[src/hdl/cipherPkg.sv]
package cipherPkg;

   localparam int byteWidth = 8;
   localparam int nibbleWidth = 4;
   localparam int keyWidth = 32;
   localparam int keyDigits = 8;

   // x^32 + x^22 + x^2 + x + 1, right-shifting Galois form
   localparam logic [keyWidth-1:0] lfsrTaps = 32'h8020_0003;

   localparam logic [byteWidth-1:0] charCr = 8'h0D;
   localparam logic [byteWidth-1:0] charEncrypt = 8'h45;    // 'E'
   localparam logic [byteWidth-1:0] charDecrypt = 8'h44;    // 'D'
   localparam logic [byteWidth-1:0] charLoadKey = 8'h4C;    // 'L'
   localparam logic [byteWidth-1:0] printLow = 8'h20;
   localparam logic [byteWidth-1:0] printHigh = 8'h7E;
   localparam logic [byteWidth-1:0] charSubstitute = 8'h2E; // '.'

   localparam logic [byteWidth-1:0] charZero = 8'h30;
   localparam logic [byteWidth-1:0] charNine = 8'h39;
   localparam logic [byteWidth-1:0] charUpperA = 8'h41;
   localparam logic [byteWidth-1:0] charUpperF = 8'h46;
   localparam logic [byteWidth-1:0] charLowerA = 8'h61;
   localparam logic [byteWidth-1:0] charLowerF = 8'h66;

   typedef logic [byteWidth-1:0] byte_t;
   typedef logic [nibbleWidth-1:0] nibble_t;
   typedef logic [keyWidth-1:0] key_t;
   typedef logic [$clog2(keyDigits)-1:0] keyIndex_t;

   typedef enum logic [2:0] {
      cmdNone,
      cmdEncrypt,
      cmdDecrypt,
      cmdLoadKey,
      cmdEnd
   } cmd_t;

   typedef enum logic [3:0] {
      stIdle,
      stEncrypt,
      stEncHex,   // xor result is being turned into hex digits
      stEncHi,
      stEncLo,
      stDecHi,
      stDecLo,
      stDecOut,
      stLoadKey
   } state_t;

   typedef struct packed {
      cmd_t cmd;
      logic isHex;
      logic isPrintable;
      nibble_t hexValue;
      byte_t rawByte;
   } charClass_t;

   // valid for 0-9, A-F and a-f only; letters carry bit 6
   function automatic nibble_t asciiToNibble(byte_t c);
      nibble_t v;
      v = c[nibbleWidth-1:0] + (c[6] ? nibble_t'(9) : nibble_t'(0));
      return v;
   endfunction

endpackage

[src/hdl/cipherCtrlIf.sv]
`timescale 1ns/1ps

interface cipherCtrlIf;

   logic encLoad;                     // take a plaintext byte, step lfsr
   logic decHiLoad;                   // first ciphertext digit
   logic decLoLoad;                   // second ciphertext digit, step lfsr
   logic keyLoad;
   cipherPkg::keyIndex_t keyIndex;    // 7 is the most significant digit
   logic lfsrLoad;
   logic hexSelHi;                    // high hex digit on txData
   logic txSelCipher;                 // hex output instead of plaintext

   modport ctrl (
      output encLoad, decHiLoad, decLoLoad, keyLoad, keyIndex, lfsrLoad,
      output hexSelHi, txSelCipher
   );

   modport keys (
      input encLoad, decLoLoad, keyLoad, keyIndex, lfsrLoad
   );

   modport fmt (
      input encLoad, decHiLoad, decLoLoad, hexSelHi, txSelCipher
   );

endinterface

[src/hdl/charDecoder.sv]
`timescale 1ns/1ps

module charDecoder (
   input  cipherPkg::byte_t      rxData,
   output cipherPkg::charClass_t charInfo
);

   logic isDigit;
   logic isUpperHex;
   logic isLowerHex;

   assign isDigit = (rxData >= cipherPkg::charZero) && (rxData <= cipherPkg::charNine);
   assign isUpperHex = (rxData >= cipherPkg::charUpperA) && (rxData <= cipherPkg::charUpperF);
   assign isLowerHex = (rxData >= cipherPkg::charLowerA) && (rxData <= cipherPkg::charLowerF);

   always_comb begin
      case (rxData)
         cipherPkg::charEncrypt: begin
            charInfo.cmd = cipherPkg::cmdEncrypt;
         end
         cipherPkg::charDecrypt: begin
            charInfo.cmd = cipherPkg::cmdDecrypt;
         end
         cipherPkg::charLoadKey: begin
            charInfo.cmd = cipherPkg::cmdLoadKey;
         end
         cipherPkg::charCr: begin
            charInfo.cmd = cipherPkg::cmdEnd;
         end
         default: begin
            charInfo.cmd = cipherPkg::cmdNone;
         end
      endcase

      // 'D' and 'E' are also hex digits, the controller picks the meaning
      charInfo.isHex = isDigit || isUpperHex || isLowerHex;
      charInfo.isPrintable = (rxData >= cipherPkg::printLow) &&
                             (rxData <= cipherPkg::printHigh);
      charInfo.hexValue = cipherPkg::asciiToNibble(rxData);   // don't care if not hex
      charInfo.rawByte = rxData;
   end

endmodule

[src/hdl/cipherControl.sv]
`timescale 1ns/1ps

module cipherControl (
   input  logic                  clk,
   input  logic                  rst,
   input  logic                  rxValid,
   input  cipherPkg::charClass_t charInfo,
   output logic                  txValid,
   output logic                  lineDone,
   cipherCtrlIf.ctrl             ctrl
);

   cipherPkg::state_t state;
   cipherPkg::state_t nextState;
   cipherPkg::keyIndex_t keyCount;    // next key digit to write
   logic keyFull;                     // all eight digits written
   logic lineEnd;
   logic startKey;

   always_ff @(posedge clk) begin
      if (rst) begin
         state <= cipherPkg::stIdle;
      end else begin
         state <= nextState;
      end
   end

   always_ff @(posedge clk) begin
      if (rst) begin
         keyCount <= cipherPkg::keyIndex_t'(cipherPkg::keyDigits - 1);
         keyFull <= 1'b0;
      end else if (startKey) begin
         keyCount <= cipherPkg::keyIndex_t'(cipherPkg::keyDigits - 1);
         keyFull <= 1'b0;
      end else if (ctrl.keyLoad) begin
         if (keyCount == '0) begin
            keyFull <= 1'b1;
         end else begin
            keyCount <= keyCount - 1'b1;
         end
      end
   end

   assign lineEnd = rxValid && (charInfo.cmd == cipherPkg::cmdEnd);
   assign startKey = (state == cipherPkg::stIdle) && rxValid &&
                     (charInfo.cmd == cipherPkg::cmdLoadKey);

   always_comb begin
      nextState = state;
      lineDone = 1'b0;
      ctrl.encLoad = 1'b0;
      ctrl.decHiLoad = 1'b0;
      ctrl.decLoLoad = 1'b0;
      ctrl.keyLoad = 1'b0;
      ctrl.lfsrLoad = 1'b0;
      case (state)
         cipherPkg::stIdle: begin
            if (rxValid) begin
               case (charInfo.cmd)
                  cipherPkg::cmdEncrypt: nextState = cipherPkg::stEncrypt;
                  cipherPkg::cmdDecrypt: nextState = cipherPkg::stDecHi;
                  cipherPkg::cmdLoadKey: nextState = cipherPkg::stLoadKey;
                  default: nextState = cipherPkg::stIdle;   // stray bytes do nothing
               endcase
            end
         end
         cipherPkg::stEncrypt: begin
            if (lineEnd) begin
               lineDone = 1'b1;
               nextState = cipherPkg::stIdle;
            end else if (rxValid && charInfo.isPrintable) begin
               ctrl.encLoad = 1'b1;
               nextState = cipherPkg::stEncHex;
            end
         end
         cipherPkg::stEncHex: nextState = cipherPkg::stEncHi;
         cipherPkg::stEncHi: nextState = cipherPkg::stEncLo;
         cipherPkg::stEncLo: nextState = cipherPkg::stEncrypt;
         cipherPkg::stDecHi: begin
            if (lineEnd) begin
               lineDone = 1'b1;
               nextState = cipherPkg::stIdle;
            end else if (rxValid && charInfo.isHex) begin
               ctrl.decHiLoad = 1'b1;
               nextState = cipherPkg::stDecLo;
            end
         end
         cipherPkg::stDecLo: begin
            if (lineEnd) begin
               lineDone = 1'b1;   // half a pair is dropped
               nextState = cipherPkg::stIdle;
            end else if (rxValid && charInfo.isHex) begin
               ctrl.decLoLoad = 1'b1;
               nextState = cipherPkg::stDecOut;
            end
         end
         cipherPkg::stDecOut: nextState = cipherPkg::stDecHi;
         cipherPkg::stLoadKey: begin
            if (lineEnd) begin
               lineDone = 1'b1;
               ctrl.lfsrLoad = 1'b1;
               nextState = cipherPkg::stIdle;
            end else if (rxValid && charInfo.isHex && !keyFull) begin
               ctrl.keyLoad = 1'b1;
            end
         end
         default: nextState = cipherPkg::stIdle;
      endcase
   end

   assign ctrl.keyIndex = keyCount;
   assign ctrl.hexSelHi = (state == cipherPkg::stEncHi);
   assign ctrl.txSelCipher = (state == cipherPkg::stEncHi) || (state == cipherPkg::stEncLo);
   assign txValid = (state == cipherPkg::stEncHi) || (state == cipherPkg::stEncLo) ||
                    (state == cipherPkg::stDecOut);

endmodule

[src/hdl/keystream.sv]
`timescale 1ns/1ps

module keystream (
   input  logic             clk,
   input  logic             rst,
   input  cipherPkg::byte_t rxData,
   cipherCtrlIf.keys        keys,
   output cipherPkg::byte_t psrByte
);

   cipherPkg::key_t keyReg;    // eight nibbles, digit 7 on top
   cipherPkg::key_t lfsr;
   cipherPkg::key_t lfsrNext;
   logic step;

   always_ff @(posedge clk) begin
      if (rst) begin
         keyReg <= '0;
      end else if (keys.keyLoad) begin
         keyReg[keys.keyIndex * cipherPkg::nibbleWidth +: cipherPkg::nibbleWidth] <=
            cipherPkg::asciiToNibble(rxData);
      end
   end

   // one step per processed character
   assign step = keys.encLoad || keys.decLoLoad;

   always_comb begin
      lfsrNext = lfsr >> 1;
      if (lfsr[0]) begin
         lfsrNext = lfsrNext ^ cipherPkg::lfsrTaps;   // feedback on the bit shifted out
      end
   end

   always_ff @(posedge clk) begin
      if (rst) begin
         lfsr <= '0;
      end else if (keys.lfsrLoad) begin
         lfsr <= keyReg;
      end else if (step) begin
         lfsr <= lfsrNext;
      end
   end

   assign psrByte = lfsr[cipherPkg::byteWidth-1:0];   // valid the cycle after the step

endmodule

[src/hdl/streamCipher.sv]
`timescale 1ns/1ps

module streamCipher (
   input  logic             clk,
   input  logic             rst,
   input  logic             rxValid,     // one-cycle pulse per received byte
   input  cipherPkg::byte_t rxData,
   output logic             txValid,
   output cipherPkg::byte_t txData,
   output logic             lineDone
);

   cipherPkg::charClass_t charInfo;
   cipherPkg::byte_t psrByte;

   cipherCtrlIf ctrlBus ();

   charDecoder u_decoder (
      .rxData   (rxData),
      .charInfo (charInfo)
   );

   cipherControl u_control (
      .clk      (clk),
      .rst      (rst),
      .rxValid  (rxValid),
      .charInfo (charInfo),
      .txValid  (txValid),
      .lineDone (lineDone),
      .ctrl     (ctrlBus.ctrl)
   );

   keystream u_keystream (
      .clk     (clk),
      .rst     (rst),
      .rxData  (rxData),
      .keys    (ctrlBus.keys),
      .psrByte (psrByte)
   );

   txFormatter u_formatter (
      .clk     (clk),
      .rst     (rst),
      .rxData  (rxData),
      .psrByte (psrByte),
      .fmt     (ctrlBus.fmt),
      .txData  (txData)
   );

endmodule

[src/hdl/txFormatter.sv]
`timescale 1ns/1ps

module txFormatter (
   input  logic             clk,
   input  logic             rst,
   input  cipherPkg::byte_t rxData,
   input  cipherPkg::byte_t psrByte,
   cipherCtrlIf.fmt         fmt,
   output cipherPkg::byte_t txData
);

   cipherPkg::byte_t encByte;      // plaintext waiting for the fresh keystream byte
   cipherPkg::byte_t encXor;
   cipherPkg::byte_t hexHi;
   cipherPkg::byte_t hexLo;
   cipherPkg::nibble_t decHi;
   cipherPkg::nibble_t decLo;
   cipherPkg::byte_t plainByte;
   cipherPkg::byte_t plainChar;
   logic hexLoad;

   function automatic cipherPkg::byte_t nibbleToAscii(cipherPkg::nibble_t n);
      cipherPkg::byte_t c;
      if (n < 4'd10) begin
         c = cipherPkg::charZero + cipherPkg::byte_t'(n);
      end else begin
         c = cipherPkg::charUpperA + cipherPkg::byte_t'(n) - 8'd10;
      end
      return c;
   endfunction

   always_ff @(posedge clk) begin
      if (rst) begin
         hexLoad <= 1'b0;
      end else begin
         hexLoad <= fmt.encLoad;   // lfsr has stepped by then
      end
   end

   assign encXor = encByte ^ psrByte;

   always_ff @(posedge clk) begin
      if (fmt.encLoad) begin
         encByte <= rxData;
      end
      if (hexLoad) begin
         hexHi <= nibbleToAscii(encXor[7:4]);
         hexLo <= nibbleToAscii(encXor[3:0]);
      end
      if (fmt.decHiLoad) begin
         decHi <= cipherPkg::asciiToNibble(rxData);
      end
      if (fmt.decLoLoad) begin
         decLo <= cipherPkg::asciiToNibble(rxData);
      end
   end

   assign plainByte = {decHi, decLo} ^ psrByte;
   assign plainChar = ((plainByte >= cipherPkg::printLow) && (plainByte <= cipherPkg::printHigh)) ?
                      plainByte : cipherPkg::charSubstitute;

   assign txData = fmt.txSelCipher ? (fmt.hexSelHi ? hexHi : hexLo) : plainChar;

endmodule

[config.mk]
export PLATFORM = sky130hd
export DESIGN_NAME = streamCipher
export DESIGN_NICKNAME = d
export VERILOG_FILES = /design/src/hdl/cipherPkg.sv /design/src/hdl/cipherCtrlIf.sv /design/src/hdl/charDecoder.sv /design/src/hdl/cipherControl.sv /design/src/hdl/keystream.sv /design/src/hdl/streamCipher.sv /design/src/hdl/txFormatter.sv
export SDC_FILE = /design/constraint.sdc
export NUM_CORES = 1
export LEC_CHECK = 0
export ABC_AREA = 1
export BUFFER_PORTS_ARGS = -buffer_cell sky130_fd_sc_hd__buf_2
export CORE_AREA = 2 2 131 133
export DETAILED_ROUTE_END_ITERATION = 7
export DIE_AREA = 0 0 133 135
export GPL_ROUTABILITY_DRIVEN = 1
export GPL_TIMING_DRIVEN = 1
export PLACE_DENSITY = 0.56
export SYNTH_ARGS = -nofsm -noshare
export SYNTH_HDL_FRONTEND = slang
export SYNTH_SLANG_ARGS = --single-unit
[constraint.sdc]
create_clock -name clk -period 5.4 [get_ports clk]
set_input_delay 0.54 -clock clk [delete_from_list [all_inputs] [get_ports clk]]
set_output_delay 0.54 -clock clk [all_outputs]
set_load 0.02 [all_outputs]
==> impl_metrics.sql <==
INSERT INTO impl_metrics (metric_group, metric, value, unit) VALUES
('synthesis', 'synth_compound_area_share', '8.69', '%'),
('setup_path', 'critical_path_arrival', '3250', 'ps'),
('clock_network', 'post_cts_hold_buffer_count', '0', ''),
('routing', 'routed_wirelength', '12600', 'um'),
('synthesis', 'synthCells', '724', ''),
('routing', 'drc_errors', '0', ''),
('synthesis', 'synth_simple_gate_area_share', '34.1', '%'),
('clock_network', 'cts_root_buffer', 'sky130_fd_sc_hd__clkbuf_16', ''),
('clock_network', 'cts-root-to-sink-buffers', '2', ''),
('setup_path', 'worstSetupPathType', 'flip-flop to flip-flop', ''),
('placement', 'finalWeightedCongestion', '0.842', ''),
('clock_network', 'clock_tree.htree_level_count', '3', ''),
('synthesis', 'ys_dominant_reg_cell', 'sky130_fd_sc_hd__dfxtp_1', ''),
('routing', 'first_iter_violations', '298', ''),
('clock_network', 'post_cts_resized', '0', ''),
('timing', 'post-route-worst-setup-slack', '2370', 'ps'),
('placement', 'place.detailed.hpwl', '8770', 'um'),
('timing', 'final_max_slew_viol_count', '0', ''),
('run_status', 'status', 'finished clean', ''),
('floorplan', 'start_util', '32.5', '%'),
('timing', 'hold_viol', '0', ''),
('global_route', 'vias_in_the_first_global_route', '4137', ''),
('setup_path', 'kind_of_end_point_of_the_critical_path', 'flip-flop', ''),
('synthesis', 'post_synthesis_sequential_area_ratio', '44.4', '%'),
('timing', 'worst_pin_slew', '866', 'ps'),
('synthesis', 'synth_cell_type_count', '36', ''),
('cells_and_area', 'antenna_cells', '0', ''),
('synthesis', 'list_of_most_frequent_post_synthesis_cells', 'sky130_fd_sc_hd__nand2_1, sky130_fd_sc_hd__nor2_1, sky130_fd_sc_hd__dfxtp_1', ''),
('pwr', 'ir_drop', '157', 'uV'),
('floorplan', 'floorplan.rows', '47', ''),
('floorplan', 'fp.coreArea', '16400', 'um2'),
('synthesis', 'synth-xor-area-share', '3.95', '%'),
('global_route', 'grt_usage', '14.9', '%'),
('clock_network', 'postCtsSetupRepairBufs', '0', ''),
('clock_network', 'tritoncts', 'built', ''),
('setup_path', 'rr_worst_depth', '7', ''),
('synthesis', 'avg_inst_size_synth', '7.36', 'um2'),
('routing', 'detailedRoute.firstPassIterationCount', '5', ''),
('timing', 'period_minus_slack', '3030', 'ps'),
('synthesis', 'synth_top_family_by_area', 'simple AND/OR/NAND/NOR gates', ''),
('synthesis', 'mappedNetlistNets', '741', ''),
('routing', 'post_drt_wl_per_cell', '13.3', 'um'),
('timing', 'timing.final.crit_share', '56.2', '%'),
('global_route', 'maximum_number_of_pins_on_one_net_before_global_route_repair', '56', ''),
('worst_hold_path', 'hold_removal_path_class', 'primary input to flip-flop', ''),
('synthesis', 'synth-warning-count', '0', ''),
('synthesis', 'yosys-top-cells-area', 'sky130_fd_sc_hd__dfxtp_1, sky130_fd_sc_hd__edfxtp_1, sky130_fd_sc_hd__nand2_1', ''),
('global_route', 'grt_first_pass_wirelength', '21300', 'um'),
('timing', 'skew', '8.60', 'ps'),
('routing', 'avgViaCountPerCell', '4.72', ''),
('synthesis', 'synth_area_in_adders', '1.41', '%'),
('synthesis', 'muxShareOfSynthArea', '0', '%'),
('synthesis', 'postSynth.asyncResetShare', '0', '%'),
('pwr', 'p_per_area', '323', 'nW/um2'),
('synthesis', 'synthMostInstantiatedCell', 'sky130_fd_sc_hd__nand2_1', ''),
('placement', 'preCtsSetupSlack', '2400', 'ps'),
('clock_network', 'numClockSinks', '103', ''),
('floorplan', 'die_extent_in_y', '135', 'um'),
('pwr', 'power_leakage', '2.30', 'nW'),
('timing', 'fmaxAchievable', '330', 'MHz'),
('synthesis', 'top_area_cell_type_share_of_the_netlist_area', '27.4', '%'),
('floorplan', 'i_o_pin_cnt', '21', ''),
('timing', 'slew_headroom', '41.8', '%'),
('clock_network', 'path_clk_slew', '80', 'ps'),
('synthesis', 'mappedNetlistArea', '5330', 'um2'),
('floorplan', 'area_of_the_die', '18000', 'um2'),
('global_route', 'grt_overflow', '0', ''),
('worst_hold_path', 'hold_path_depth', '1', ''),
('floorplan', 'chipWidth', '133', 'um'),
('timing', 'tns', '0', 'ps'),
('synthesis', 'post-synth-top-area-cell', 'sky130_fd_sc_hd__dfxtp_1', '');
## layer usage
layer | vias up | GRT usage (%) | share of wire, % | wire length, um
met5 | - | 0 | 0 | 0
met4 | 0 | 4.30 | 1.4 | 171
met3 | 14 | 2.89 | 3.1 | 394
met2 | 51 | 23.2 | 44 | 5490
met1 | 2033 | 20.9 | 52 | 6530
li1 | 2369 | - | - | -
## cell families after synthesis
kind of cell,after synthesis
simple gates,409
flops,103
buf+inv,91
compound gates,90
xor+xnor,24
fa+ha+maj,6
other cells,1
## state kept, by name (all words and copies together), names as in the netlist, 3 cells and up
register	flops
u_formatter.encByte	8
u_formatter.decLo	4
u_keystream.lfsr	32
u_keystream.keyReg	32
u_control.ctrl.keyIndex	3
u_formatter.decHi	4
u_formatter.hexLo	7
u_control.state	4
u_formatter.hexHi	7
## cell usage in the layout (no fill, tap or decap), types with 3 or more instances in the layout
cell type / instances
sky130_fd_sc_hd__a21oi_1: 46
sky130_fd_sc_hd__buf_2: 19
sky130_fd_sc_hd__clkbuf_16: 10
sky130_fd_sc_hd__dfxtp_1: 73
sky130_fd_sc_hd__edfxtp_1: 30
sky130_fd_sc_hd__ha_1: 6
sky130_fd_sc_hd__inv_1: 47
sky130_fd_sc_hd__inv_2: 8
sky130_fd_sc_hd__inv_6: 3
sky130_fd_sc_hd__nand2_1: 189
sky130_fd_sc_hd__nand3_1: 53
sky130_fd_sc_hd__nand3_2: 6
sky130_fd_sc_hd__nand4_1: 31
sky130_fd_sc_hd__nor2_1: 111
sky130_fd_sc_hd__nor3_1: 6
sky130_fd_sc_hd__o21ai_0: 24
sky130_fd_sc_hd__o21ai_1: 15
sky130_fd_sc_hd__xnor2_1: 21
sky130_fd_sc_hd__xor2_1: 3
## stage by stage
| stage | util [%] | hold WS, ps | instances | total power, mW |
|---|---|---|---|---|
| floorplan | - | 441 | 724 | 1.11 |
| finish | 35.7 | 384 | 947 | 1.89 |
| CTS | 35.7 | 371 | 947 | 1.91 |
| global placement | 33.7 | 463 | 931 | 1.20 |
| global route | 35.7 | 375 | 947 | 2.00 |
| detailed placement | 33.7 | 465 | 931 | 1.20 |
## final timing paths
| check | startpoint | end | slack [ps] |
|---|---|---|---|
| max | u_control.ctrl.keyIndex[0] | u_keystream.keyReg[16] | 2370 |
| min | rxData[7] | u_formatter.encByte[7] | 380 |
| max reg2reg | u_control.ctrl.keyIndex[0] | u_keystream.keyReg[16] | 2370 |
| min reg2reg | u_keystream.keyReg[4] | u_keystream.keyReg[4] | 480 |
## critical path: stages, from the launching register on
cell and delay [ps]:
sky130_fd_sc_hd__dfxtp_1 580, sky130_fd_sc_hd__inv_2 150, sky130_fd_sc_hd__ha_1 230, sky130_fd_sc_hd__ha_1 550, sky130_fd_sc_hd__inv_1 300, sky130_fd_sc_hd__nor3_1 780
sky130_fd_sc_hd__and3_1 270, sky130_fd_sc_hd__nor3_1 40
## report_power, final
part / switching, mW / total, mW / internal [mW]
combinational: 0.234 / 0.340 / 0.106
sequential: 0.0223 / 0.846 / 0.824
clock: 0.311 / 0.706 / 0.395
## cell type report
cell class,count,area (um2)
timing repair buffer,21,110
inverter,57,214
multi-input combinational,530,2570
tap,220,275
sequential,103,2360
fill,1773,10600
clock buffer,10,250
clock inverter,6,72.6
Power figures use the tool's default switching activity.
